`src/hw/scsi_dma_pkg.sv`:
```
// SCSI DMA shared definitions
package scsi_dma_pkg;

    typedef logic [31:0] longword_t;    // Host data word
    typedef logic [7:0]  scsi_byte_t;   // SCSI data byte
    typedef logic [2:0]  fifo_ptr_t;    // FIFO entry index
    typedef logic [1:0]  byte_ptr_t;    // Byte lane within a longword

    localparam int FIFO_DEPTH       = 8;
    localparam int FIFO_CNT_W       = $clog2(FIFO_DEPTH) + 1;
    localparam int DREQ_SYNC_STAGES = 2;

    typedef logic [FIFO_CNT_W-1:0] fifo_cnt_t;  // Entry count up to FIFO_DEPTH

    // Sparse state encoding
    typedef enum logic [4:0] {
        IDLE_DMA_RD = 5'd0,     // Idle on the SCSI to FIFO side
        CPUREQ      = 5'd8,     // Start of a CPU register cycle
        IDLE_DMA_WR = 5'd16,    // Idle on the FIFO to SCSI side
        C2S_1       = 5'd17,
        C2S_2       = 5'd26,
        C2S_3       = 5'd6,
        C2S_4       = 5'd22,
        C2S_5       = 5'd14,
        F2S_1       = 5'd28,
        F2S_2       = 5'd2,
        F2S_3       = 5'd18,
        F2S_4       = 5'd1,
        S2C_1       = 5'd10,
        S2C_2       = 5'd30,
        S2C_3       = 5'd3,
        S2C_4       = 5'd19,
        S2C_5       = 5'd9,
        S2C_6       = 5'd25,
        S2F_1       = 5'd24,
        S2F_2       = 5'd4,
        S2F_3       = 5'd20,
        S2F_4       = 5'd12
    } scsi_state_t;

endpackage

```
`src/hw/cpu_reg_port.sv`:
```
// CPU register access port
`timescale 1ns/10ps

module cpu_reg_port (
    input  logic                     CLK,
    input  logic                     nRESET,
    input  logic                     cpu_req_valid,
    output logic                     cpu_req_ready,
    input  logic                     cpu_rw,
    input  scsi_dma_pkg::scsi_byte_t cpu_wdata,
    output logic                     cpu_rsp_valid,
    input  logic                     cpu_rsp_ready,
    output scsi_dma_pkg::scsi_byte_t cpu_rdata,
    output logic                     cpu_access,
    output logic                     cpu_write_dir,
    output logic                     cpu_dsack,
    output scsi_dma_pkg::scsi_byte_t held_wdata,
    input  logic                     set_dsack,
    input  scsi_dma_pkg::scsi_byte_t read_byte,
    input  logic                     read_byte_valid
);
    logic busy;     // From acceptance until the response is taken
    logic accept;
    logic rsp_done;
    logic rd_capture;

    assign cpu_req_ready = ~busy;
    assign accept        = cpu_req_valid & cpu_req_ready;
    assign rsp_done      = cpu_rsp_valid & cpu_rsp_ready;
    assign rd_capture    = read_byte_valid & busy & ~cpu_write_dir;

    always_ff @(posedge CLK) begin
        if (accept)
            held_wdata <= cpu_wdata;
        if (rd_capture)
            cpu_rdata <= read_byte;
    end

    always_ff @(posedge CLK or negedge nRESET) begin
        if (!nRESET) begin
            busy          <= 1'b0;
            cpu_access    <= 1'b0;
            cpu_write_dir <= 1'b0;
            cpu_dsack     <= 1'b0;
            cpu_rsp_valid <= 1'b0;
        end else begin
            if (accept) begin
                busy          <= 1'b1;
                cpu_access    <= 1'b1;
                cpu_write_dir <= ~cpu_rw;
            end
            if (set_dsack) begin
                cpu_access <= 1'b0;
                cpu_dsack  <= 1'b1;
                if (cpu_write_dir)
                    cpu_rsp_valid <= 1'b1;
            end
            // A read answers once the lane has sampled the chip
            if (rd_capture)
                cpu_rsp_valid <= 1'b1;
            if (rsp_done) begin
                busy          <= 1'b0;
                cpu_dsack     <= 1'b0;
                cpu_rsp_valid <= 1'b0;
            end
        end
    end

endmodule

```
`src/hw/dma_fifo.sv`:
```
// Longword DMA FIFO
`timescale 1ns/10ps

module dma_fifo (
    input  logic                     CLK,
    input  logic                     nRESET,
    input  logic                     host_in_valid,
    input  scsi_dma_pkg::longword_t  host_in_data,
    output logic                     host_in_ready,
    output logic                     host_out_valid,
    output scsi_dma_pkg::longword_t  host_out_data,
    input  logic                     host_out_ready,
    input  logic                     inc_bo,
    input  logic                     inc_ni,
    input  logic                     inc_no,
    input  logic                     rd_fifo,
    input  logic                     ri_fifo,
    input  logic                     byte_wr_en,
    input  scsi_dma_pkg::scsi_byte_t byte_wr_data,
    output scsi_dma_pkg::scsi_byte_t byte_rd_data,
    output logic                     fifo_full,
    output logic                     fifo_empty,
    output logic                     boeq3,
    output logic                     rd_busy,
    output logic                     ri_busy
);
    import scsi_dma_pkg::*;

    longword_t mem [FIFO_DEPTH];
    fifo_ptr_t next_in;
    fifo_ptr_t next_out;
    byte_ptr_t byte_ptr;
    fifo_cnt_t count;
    fifo_cnt_t count_next;
    logic      push;
    logic      pop;

    assign push = host_in_valid & host_in_ready;
    assign pop  = host_out_valid & host_out_ready;

    assign fifo_full      = (count == fifo_cnt_t'(FIFO_DEPTH));
    assign fifo_empty     = (count == '0);
    assign host_in_ready  = ~fifo_full;
    assign host_out_valid = ~fifo_empty;
    assign host_out_data  = mem[next_out];
    assign byte_rd_data   = mem[next_out][{byte_ptr, 3'b000} +: 8];  // Head entry, current lane
    assign boeq3          = (byte_ptr == 2'd3);

    // Host push and SCSI byte commit can both add an entry
    always_comb begin
        count_next = count;
        if (push || ri_fifo)
            count_next = count_next + 1'b1;
        if (pop || rd_fifo)
            count_next = count_next - 1'b1;
    end

    always_ff @(posedge CLK) begin
        if (push)
            mem[next_in] <= host_in_data;
        else if (byte_wr_en)
            mem[next_in][{byte_ptr, 3'b000} +: 8] <= byte_wr_data;  // Assemble in next-in entry
    end

    always_ff @(posedge CLK or negedge nRESET) begin
        if (!nRESET) begin
            next_in  <= '0;
            next_out <= '0;
            byte_ptr <= '0;
            count    <= '0;
            rd_busy  <= 1'b0;
            ri_busy  <= 1'b0;
        end else begin
            if (push || inc_ni)
                next_in <= next_in + 1'b1;
            if (pop || inc_no)
                next_out <= next_out + 1'b1;
            if (inc_bo)
                byte_ptr <= byte_ptr + 1'b1;    // Wraps after lane 3
            count   <= count_next;
            rd_busy <= rd_fifo;                 // Hold off next start while count settles
            ri_busy <= ri_fifo;
        end
    end

endmodule

```
`src/hw/scsi_byte_lane.sv`:
```
// SCSI pin and byte lane
`timescale 1ns/10ps

module scsi_byte_lane (
    input  logic                     CLK,
    input  logic                     nRESET,
    input  logic                     cpu2s,
    input  logic                     s2cpu,
    input  logic                     f2s,
    input  logic                     s2f,
    input  logic                     re,
    input  logic                     we,
    input  logic                     cs,
    input  logic                     dack,
    input  scsi_dma_pkg::scsi_byte_t held_wdata,
    input  scsi_dma_pkg::scsi_byte_t byte_rd_data,
    input  logic                     scsi_drq,
    input  scsi_dma_pkg::scsi_byte_t scsi_din,
    output logic                     scsi_cs,
    output logic                     scsi_re,
    output logic                     scsi_we,
    output logic                     scsi_dack,
    output scsi_dma_pkg::scsi_byte_t scsi_dout,
    output logic                     drq_sync,
    output logic                     byte_wr_en,
    output scsi_dma_pkg::scsi_byte_t byte_wr_data,
    output scsi_dma_pkg::scsi_byte_t read_byte,
    output logic                     read_byte_valid
);
    import scsi_dma_pkg::*;

    logic [DREQ_SYNC_STAGES-1:0] drq_pipe;
    logic                        rd_end;    // Last cycle of the read pulse on the pin

    assign drq_sync     = drq_pipe[DREQ_SYNC_STAGES-1];
    assign rd_end       = scsi_re & ~re;
    assign byte_wr_en   = rd_end & s2f;
    assign byte_wr_data = scsi_din;

    always_ff @(posedge CLK or negedge nRESET) begin
        if (!nRESET) begin
            drq_pipe        <= '0;
            scsi_cs         <= 1'b0;
            scsi_re         <= 1'b0;
            scsi_we         <= 1'b0;
            scsi_dack       <= 1'b0;
            read_byte_valid <= 1'b0;
        end else begin
            drq_pipe        <= {drq_pipe[DREQ_SYNC_STAGES-2:0], scsi_drq};
            scsi_cs         <= cs;
            scsi_re         <= re;
            scsi_we         <= we;
            scsi_dack       <= dack;
            read_byte_valid <= rd_end & s2cpu;
        end
    end

    always_ff @(posedge CLK) begin
        if (cpu2s)
            scsi_dout <= held_wdata;
        else if (f2s)
            scsi_dout <= byte_rd_data;      // Held stable past the write strobe
        if (rd_end && s2cpu)
            read_byte <= scsi_din;
    end

endmodule

```
`src/hw/scsi_dma_top.sv`:
```
// SCSI DMA front end
`timescale 1ns/10ps

module scsi_dma_top (
    input  logic                     CLK,
    input  logic                     nRESET,
    input  logic                     dmadir,
    input  logic                     host_in_valid,
    input  scsi_dma_pkg::longword_t  host_in_data,
    output logic                     host_in_ready,
    output logic                     host_out_valid,
    output scsi_dma_pkg::longword_t  host_out_data,
    input  logic                     host_out_ready,
    input  logic                     cpu_req_valid,
    output logic                     cpu_req_ready,
    input  logic                     cpu_rw,
    input  scsi_dma_pkg::scsi_byte_t cpu_wdata,
    output logic                     cpu_rsp_valid,
    input  logic                     cpu_rsp_ready,
    output scsi_dma_pkg::scsi_byte_t cpu_rdata,
    output logic                     scsi_cs,
    output logic                     scsi_re,
    output logic                     scsi_we,
    output logic                     scsi_dack,
    output scsi_dma_pkg::scsi_byte_t scsi_dout,
    input  logic                     scsi_drq,
    input  scsi_dma_pkg::scsi_byte_t scsi_din
);
    import scsi_dma_pkg::*;

    logic       cpu2s, s2cpu, f2s, s2f, re, we, cs, dack;
    logic       inc_bo, inc_ni, inc_no, rd_fifo, ri_fifo, set_dsack;
    logic       fifo_full, fifo_empty, boeq3, rd_busy, ri_busy;
    logic       cpu_access, cpu_write_dir, cpu_dsack, drq_sync;
    logic       byte_wr_en, read_byte_valid;
    scsi_byte_t byte_wr_data, byte_rd_data, held_wdata, read_byte;

    dma_fifo dma_fifo_i (.*);

    cpu_reg_port cpu_reg_port_i (.*);

    scsi_port_sm scsi_port_sm_i (.*);

    scsi_byte_lane scsi_byte_lane_i (.*);

endmodule

```
`src/hw/scsi_port_sm.sv`:
```
// SCSI transfer state machine
`timescale 1ns/10ps

module scsi_port_sm (
    input  logic CLK,
    input  logic nRESET,
    input  logic drq_sync,
    input  logic cpu_access,
    input  logic cpu_write_dir,
    input  logic cpu_dsack,
    input  logic dmadir,        // High moves SCSI to memory
    input  logic fifo_full,
    input  logic fifo_empty,
    input  logic boeq3,
    input  logic rd_busy,
    input  logic ri_busy,
    output logic cpu2s,
    output logic s2cpu,
    output logic f2s,
    output logic s2f,
    output logic re,
    output logic we,
    output logic cs,
    output logic dack,
    output logic inc_bo,
    output logic inc_ni,
    output logic inc_no,
    output logic rd_fifo,
    output logic ri_fifo,
    output logic set_dsack
);
    import scsi_dma_pkg::*;

    scsi_state_t state;
    scsi_state_t state_next;
    logic        start_s2f;
    logic        start_f2s;

    // CPU access wins over a pending DMA byte
    assign start_s2f = drq_sync & ~cpu_access & ~fifo_full & dmadir & ~ri_busy;
    assign start_f2s = drq_sync & ~cpu_access & ~fifo_empty & ~dmadir & ~rd_busy;

    always_comb begin
        state_next = state;
        case (state)
            IDLE_DMA_RD: begin
                if (start_s2f)
                    state_next = S2F_1;
                else if (cpu_access)
                    state_next = CPUREQ;
                else if (!dmadir)
                    state_next = IDLE_DMA_WR;
            end
            IDLE_DMA_WR: begin
                if (start_f2s)
                    state_next = F2S_1;
                else if (cpu_access)
                    state_next = CPUREQ;
                else
                    state_next = IDLE_DMA_RD;
            end
            CPUREQ:  state_next = cpu_write_dir ? C2S_1 : S2C_1;
            C2S_1:   state_next = C2S_2;
            C2S_2:   state_next = C2S_3;
            C2S_3:   state_next = C2S_4;
            C2S_4:   state_next = C2S_5;
            C2S_5:   state_next = cpu_dsack ? C2S_5 : IDLE_DMA_RD;    // Wait for termination
            S2C_1:   state_next = S2C_2;
            S2C_2:   state_next = S2C_3;
            S2C_3:   state_next = S2C_4;
            S2C_4:   state_next = S2C_5;
            S2C_5:   state_next = S2C_6;
            S2C_6:   state_next = cpu_dsack ? S2C_6 : IDLE_DMA_RD;
            F2S_1:   state_next = F2S_2;
            F2S_2:   state_next = F2S_3;
            F2S_3:   state_next = F2S_4;
            F2S_4:   state_next = IDLE_DMA_WR;
            S2F_1:   state_next = S2F_2;
            S2F_2:   state_next = S2F_3;
            S2F_3:   state_next = S2F_4;
            S2F_4:   state_next = IDLE_DMA_RD;
            default: state_next = IDLE_DMA_RD;
        endcase
    end

    always_ff @(posedge CLK or negedge nRESET) begin
        if (!nRESET)
            state <= IDLE_DMA_RD;
        else
            state <= state_next;
    end

    always_comb begin
        cpu2s     = 1'b0;
        s2cpu     = 1'b0;
        f2s       = 1'b0;
        s2f       = 1'b0;
        re        = 1'b0;
        we        = 1'b0;
        cs        = 1'b0;
        dack      = 1'b0;
        inc_bo    = 1'b0;
        inc_ni    = 1'b0;
        inc_no    = 1'b0;
        rd_fifo   = 1'b0;
        ri_fifo   = 1'b0;
        set_dsack = 1'b0;
        case (state)
            IDLE_DMA_RD: dack = start_s2f;      // Acknowledge leads the byte by one cycle
            IDLE_DMA_WR: dack = start_f2s;
            CPUREQ: begin
                cs    = 1'b1;
                re    = ~cpu_write_dir;
                s2cpu = ~cpu_write_dir;
                we    = cpu_write_dir;
                cpu2s = cpu_write_dir;
            end
            C2S_1, C2S_2: begin
                cs    = 1'b1;
                cpu2s = 1'b1;
                we    = 1'b1;
            end
            C2S_3: begin
                cs        = 1'b1;
                cpu2s     = 1'b1;
                set_dsack = 1'b1;
            end
            S2C_1, S2C_2: begin
                cs    = 1'b1;
                re    = 1'b1;
                s2cpu = 1'b1;
            end
            S2C_3: begin
                cs        = 1'b1;
                re        = 1'b1;
                s2cpu     = 1'b1;
                set_dsack = 1'b1;
            end
            S2C_4: begin
                re    = 1'b1;
                s2cpu = 1'b1;
            end
            S2C_5, S2C_6: s2cpu = 1'b1;         // Keep data path toward the CPU
            F2S_1, F2S_2, F2S_3: begin
                we   = 1'b1;
                f2s  = 1'b1;
                dack = 1'b1;
            end
            F2S_4: begin
                inc_bo  = 1'b1;
                inc_no  = boeq3;                // Last lane retires the head entry
                rd_fifo = boeq3;
            end
            S2F_1, S2F_2, S2F_3: begin
                re   = 1'b1;
                s2f  = 1'b1;
                dack = 1'b1;
            end
            S2F_4: begin
                s2f     = 1'b1;                 // Byte is written into the FIFO here
                inc_bo  = 1'b1;
                inc_ni  = boeq3;
                ri_fifo = boeq3;
            end
            default: ;
        endcase
    end

endmodule

```
`config.mk`:
```
export PLATFORM = sky130hd
export DESIGN_NAME = scsi_dma_top
export DESIGN_NICKNAME = d
export VERILOG_FILES = /design/src/hw/scsi_dma_pkg.sv /design/src/hw/cpu_reg_port.sv /design/src/hw/dma_fifo.sv /design/src/hw/scsi_byte_lane.sv /design/src/hw/scsi_dma_top.sv /design/src/hw/scsi_port_sm.sv
export SDC_FILE = /design/constraint.sdc
export NUM_CORES = 1
export LEC_CHECK = 0
export CORE_UTILIZATION = 30
export CTS_BUF_LIST = sky130_fd_sc_hd__clkbuf_4 sky130_fd_sc_hd__clkbuf_8 sky130_fd_sc_hd__clkbuf_16
export CTS_CLUSTER_SIZE = 25
export DETAILED_ROUTE_END_ITERATION = 12
export DONT_BUFFER_PORTS = 1
export HOLD_SLACK_MARGIN = 0.08
export PLACE_DENSITY = 0.55
export SYNTH_ARGS = -nofsm -noshare
export SYNTH_HDL_FRONTEND = slang
export SYNTH_SLANG_ARGS = --single-unit
```
`constraint.sdc`:
```
create_clock -name CLK -period 5.8 [get_ports CLK]
set_clock_uncertainty 0.05 [all_clocks]
set_input_delay 0.58 -clock CLK [delete_from_list [all_inputs] [get_ports CLK]]
set_output_delay 0.58 -clock CLK [all_outputs]
set_load 0.005 [all_outputs]
```
==> results.json <==
{
  "design_area_mm2": 0.0159,
  "routed_wl_mm": 40.6,
  "violations": "DRC",
  "cts_tree": "yes",
  "synthFlopType": "edfxtp_1",
  "worstHoldPathCells": 0,
  "cp-start-kind": "flop",
  "grt_overflow": 0,
  "grt_pass1_wl_mm": 57.8,
  "cap_viol_max_count": 0,
  "power.total_mw": 8.50,
  "numPortBuffers": 0,
  "worstHoldStart": "scsi_din[4]",
  "gp_congestion": 0.922,
  "coreArea_mm2": 0.0467,
  "syn_nets": 1070,
  "die_w_um": 220,
  "rsz0062_at_grt": "no",
  "syn_area_mm2": 0.0142,
  "synth-seq-cells": 319,
  "vias_per_cell": 5.23,
  "grt_pass1_vias": 8171,
  "hp-class": "in -> reg",
  "cts.path.max_buffers": 3,
  "die-area_mm2": 0.0482,
  "post-place-ws_ns": 2.18,
  "crit_type": "reg -> reg",
  "crit_start": "scsi_port_sm_i.state[3]$_DFFE_PN0P_",
  "crit_arrival_ns": 3.91,
  "clkLatencyLatePin_ns": 0.53,
  "clock.fmax_mhz": 266,
  "drive_gt1_frac": 0.0914,
  "period_minus_slack_ns": 3.76,
  "yosysWarnings": 0,
  "holdWs_ns": 0.108,
  "start_util": 0.304,
  "max-vdd-ir-drop_mv": 0.263,
  "path_clk_slew_ns": 0.06,
  "std_cell_rows": 79,
  "finalHoldViolCount": 0,
  "detail_route.wl_per_cell_um": 24.8,
  "worst_pin_slew_ns": 1.14,
  "chipHeight_um": 220,
  "grt_max_degree": 66,
  "area_growth_pct": 12.1,
  "nets": 1071,
  "finalSetupViolCount": 0,
  "place_hpwl_mm": 26.9,
  "drtIter0Drc": 830,
  "detail-route-antenna-nets": 0,
  "numCtsBuffers": 36,
  "dpl_cell_area_mm2": 0.0146,
  "cts-root-buf": "clkbuf_16",
  "antenna_found_initial": 1,
  "cts_htree_levels": 2,
  "min_period_over_period": 0.649,
  "drc": 16,
  "p_leak_nw": 5.49,
  "syn_area_per_cell_um2": 14.2,
  "syn_inst": 1002,
  "fill_cells": 4524,
  "end_kind": "flop",
  "ys_seq_area_frac": 0.664,
  "r2r_cells": 4,
  "r2r-start": "scsi_port_sm_i.state[3]$_DFFE_PN0P_",
  "tns_ns": 0,
  "grt_use_total": 0.169,
  "final_max_slew_viol_count": 0,
  "dr.pass1.iters": 9,
  "cts.sinks": 319,
  "yosysUniqueCellTypes": 71,
  "maxSlewHeadroom": 0.237,
  "routed-via-count": 8559,
  "powerDensity_mw_per_mm2": 534,
  "crit_fanout": 28,
  "synth_edf_count": 288,
  "crit_required_ns": 5.95,
  "fin_ws_ns": 2.04,
  "async_reset_ff_frac": 0.0972,
  "top_level_ports": 113,
  "status": "finished, violations left"
}
## cells in the final DEF, fill, tap and decap left out, drive strengths merged, types with 7 or more instances in the layout
| cell type | synthesis | final |
|---|---|---|
| edfxtp | 288 | 288 |
| mux2i | 102 | 102 |
| nand2 | 69 | 69 |
| nor2 | 59 | 59 |
| clkbuf | 7 | 49 |
| nor2b | 41 | 41 |
| o21ai | 40 | 40 |
| a211oi | 34 | 34 |
| inv | 32 | 33 |
| dfrtp | 31 | 31 |
| a22oi | 28 | 28 |
| nand3 | 28 | 28 |
| and3b | 26 | 26 |
| nand4b | 25 | 25 |
| a21oi | 17 | 17 |
| nand4 | 11 | 11 |
| ha | 11 | 11 |
| mux2 | 10 | 10 |
| xnor2 | 10 | 10 |
| clkinv | 0 | 9 |
| dlygate4sd3 | 0 | 8 |
| buf | 46 | 8 |
| nand3b | 7 | 7 |
| a22o | 7 | 7 |
| nand2b | 7 | 7 |
## worst max-delay path: stages, from the launching register on
cell      delay (ns)
dfrtp_1         0.93
nand2_1         0.39
a211oi_2        0.61
nand3_1         0.54
o21ai_0         0.92
## power by group
group,switching [mW],internal [mW]
Clock,0.895,1.39
Combinational,1.81,0.998
Sequential,0.428,2.98
## metrics by stage
step	utilization	std cells
CTS	0.341	1635
detailed placement	0.314	1563
global placement	0.314	1563
finish	0.341	1636
global route	0.341	1636
floorplan	-	1002
## path summary, 6_finish.rpt
kind / endpoint / slack [ns]
worst max-delay path: dma_fifo_i.mem[5][13]$_DFFE_PP_ / 2.04
worst min-delay path: scsi_byte_lane_i.read_byte[4]$_DFFE_PP_ / 0.11
worst max register to register: dma_fifo_i.mem[5][13]$_DFFE_PP_ / 2.04
worst min register to register: scsi_byte_lane_i.drq_pipe[1]$_DFF_PN0_ / 0.30
max in group asynchronous: cpu_reg_port_i.cpu_access$_DFFE_PN0P_ / 5.00
min in group asynchronous: dma_fifo_i.next_out[0]$_DFFE_PN0N_ / 0.51
## cells by family (layout without fill, tap and decap cells)
family / Yosys count / after routing / share of synthesized area
other: 0 / 1 / 0
and+or+nand+nor: 301 / 301 / 0.122
DFF: 319 / 319 / 0.664
AOI/OAI and AO/OA: 161 / 161 / 0.0783
adders and majority gates: 11 / 11 / 0.00970
buffers and inverters: 85 / 111 / 0.0369
muxes: 112 / 112 / 0.0801
xor gates and xnor gates: 13 / 13 / 0.00855
## Yosys cell counts, types with 19 or more instances
cell type	count	area [um2]
a22oi_1	28	210
dfrtp_1	31	776
inv_1	32	120
edfxtp_1	288	8650
nor2b_1	40	250
mux2i_1	101	1010
nand3_1	28	140
nand4b_1	25	219
nand2_1	68	255
a211oi_1	33	248
and3b_1	26	228
nor2_1	58	218
o21ai_0	34	170
buf_6	19	214
## layer usage
| metal | track usage | routed length, um | up-vias | share of wire |
|---|---|---|---|---|
| li1 | - | - | 3844 | - |
| met1 | 0.225 | 16900 | 4318 | 0.42 |
| met2 | 0.261 | 18600 | 337 | 0.46 |
| met3 | 0.0569 | 4160 | 60 | 0.10 |
| met4 | 0.0472 | 975 | 0 | 0.024 |
| met5 | 0 | 0 | - | 0 |
## repair_timing
| action | 4_1_cts | 5_1_grt |
|---|---|---|
| hold buffers | 9 | 0 |
| hold endpoints to repair | 40 | 0 |
| setup buffers | 0 | 0 |
| resized for setup | 0 | 0 |
## flip-flops by register name, summed over array words and instances (netlist names), 2 cells and up
signal,count
scsi_byte_lane_i.read_byte,8
scsi_byte_lane_i.drq_pipe,2
scsi_byte_lane_i.scsi_dout,8
scsi_port_sm_i.state,5
dma_fifo_i.mem,256
dma_fifo_i.next_in,3
dma_fifo_i.next_out,3
cpu_reg_port_i.cpu_rdata,8
dma_fifo_i.count,4
cpu_reg_port_i.held_wdata,8
dma_fifo_i.byte_ptr,2
## cell type report
class / instances / area (um2) / area share
Inverter: 32 / 120 / 0.00755
Timing Repair Buffer: 16 / 165 / 0.0104
Sequential cell: 319 / 9430 / 0.593
Antenna cell: 1 / 2.50 / 0.000157
Multi-Input combinational cell: 598 / 4260 / 0.268
Clock buffer: 49 / 998 / 0.0628
Tap cell: 607 / 759 / 0.0477
Clock inverter: 14 / 179 / 0.0112
Note: power is estimated with default switching activity, not from simulation.
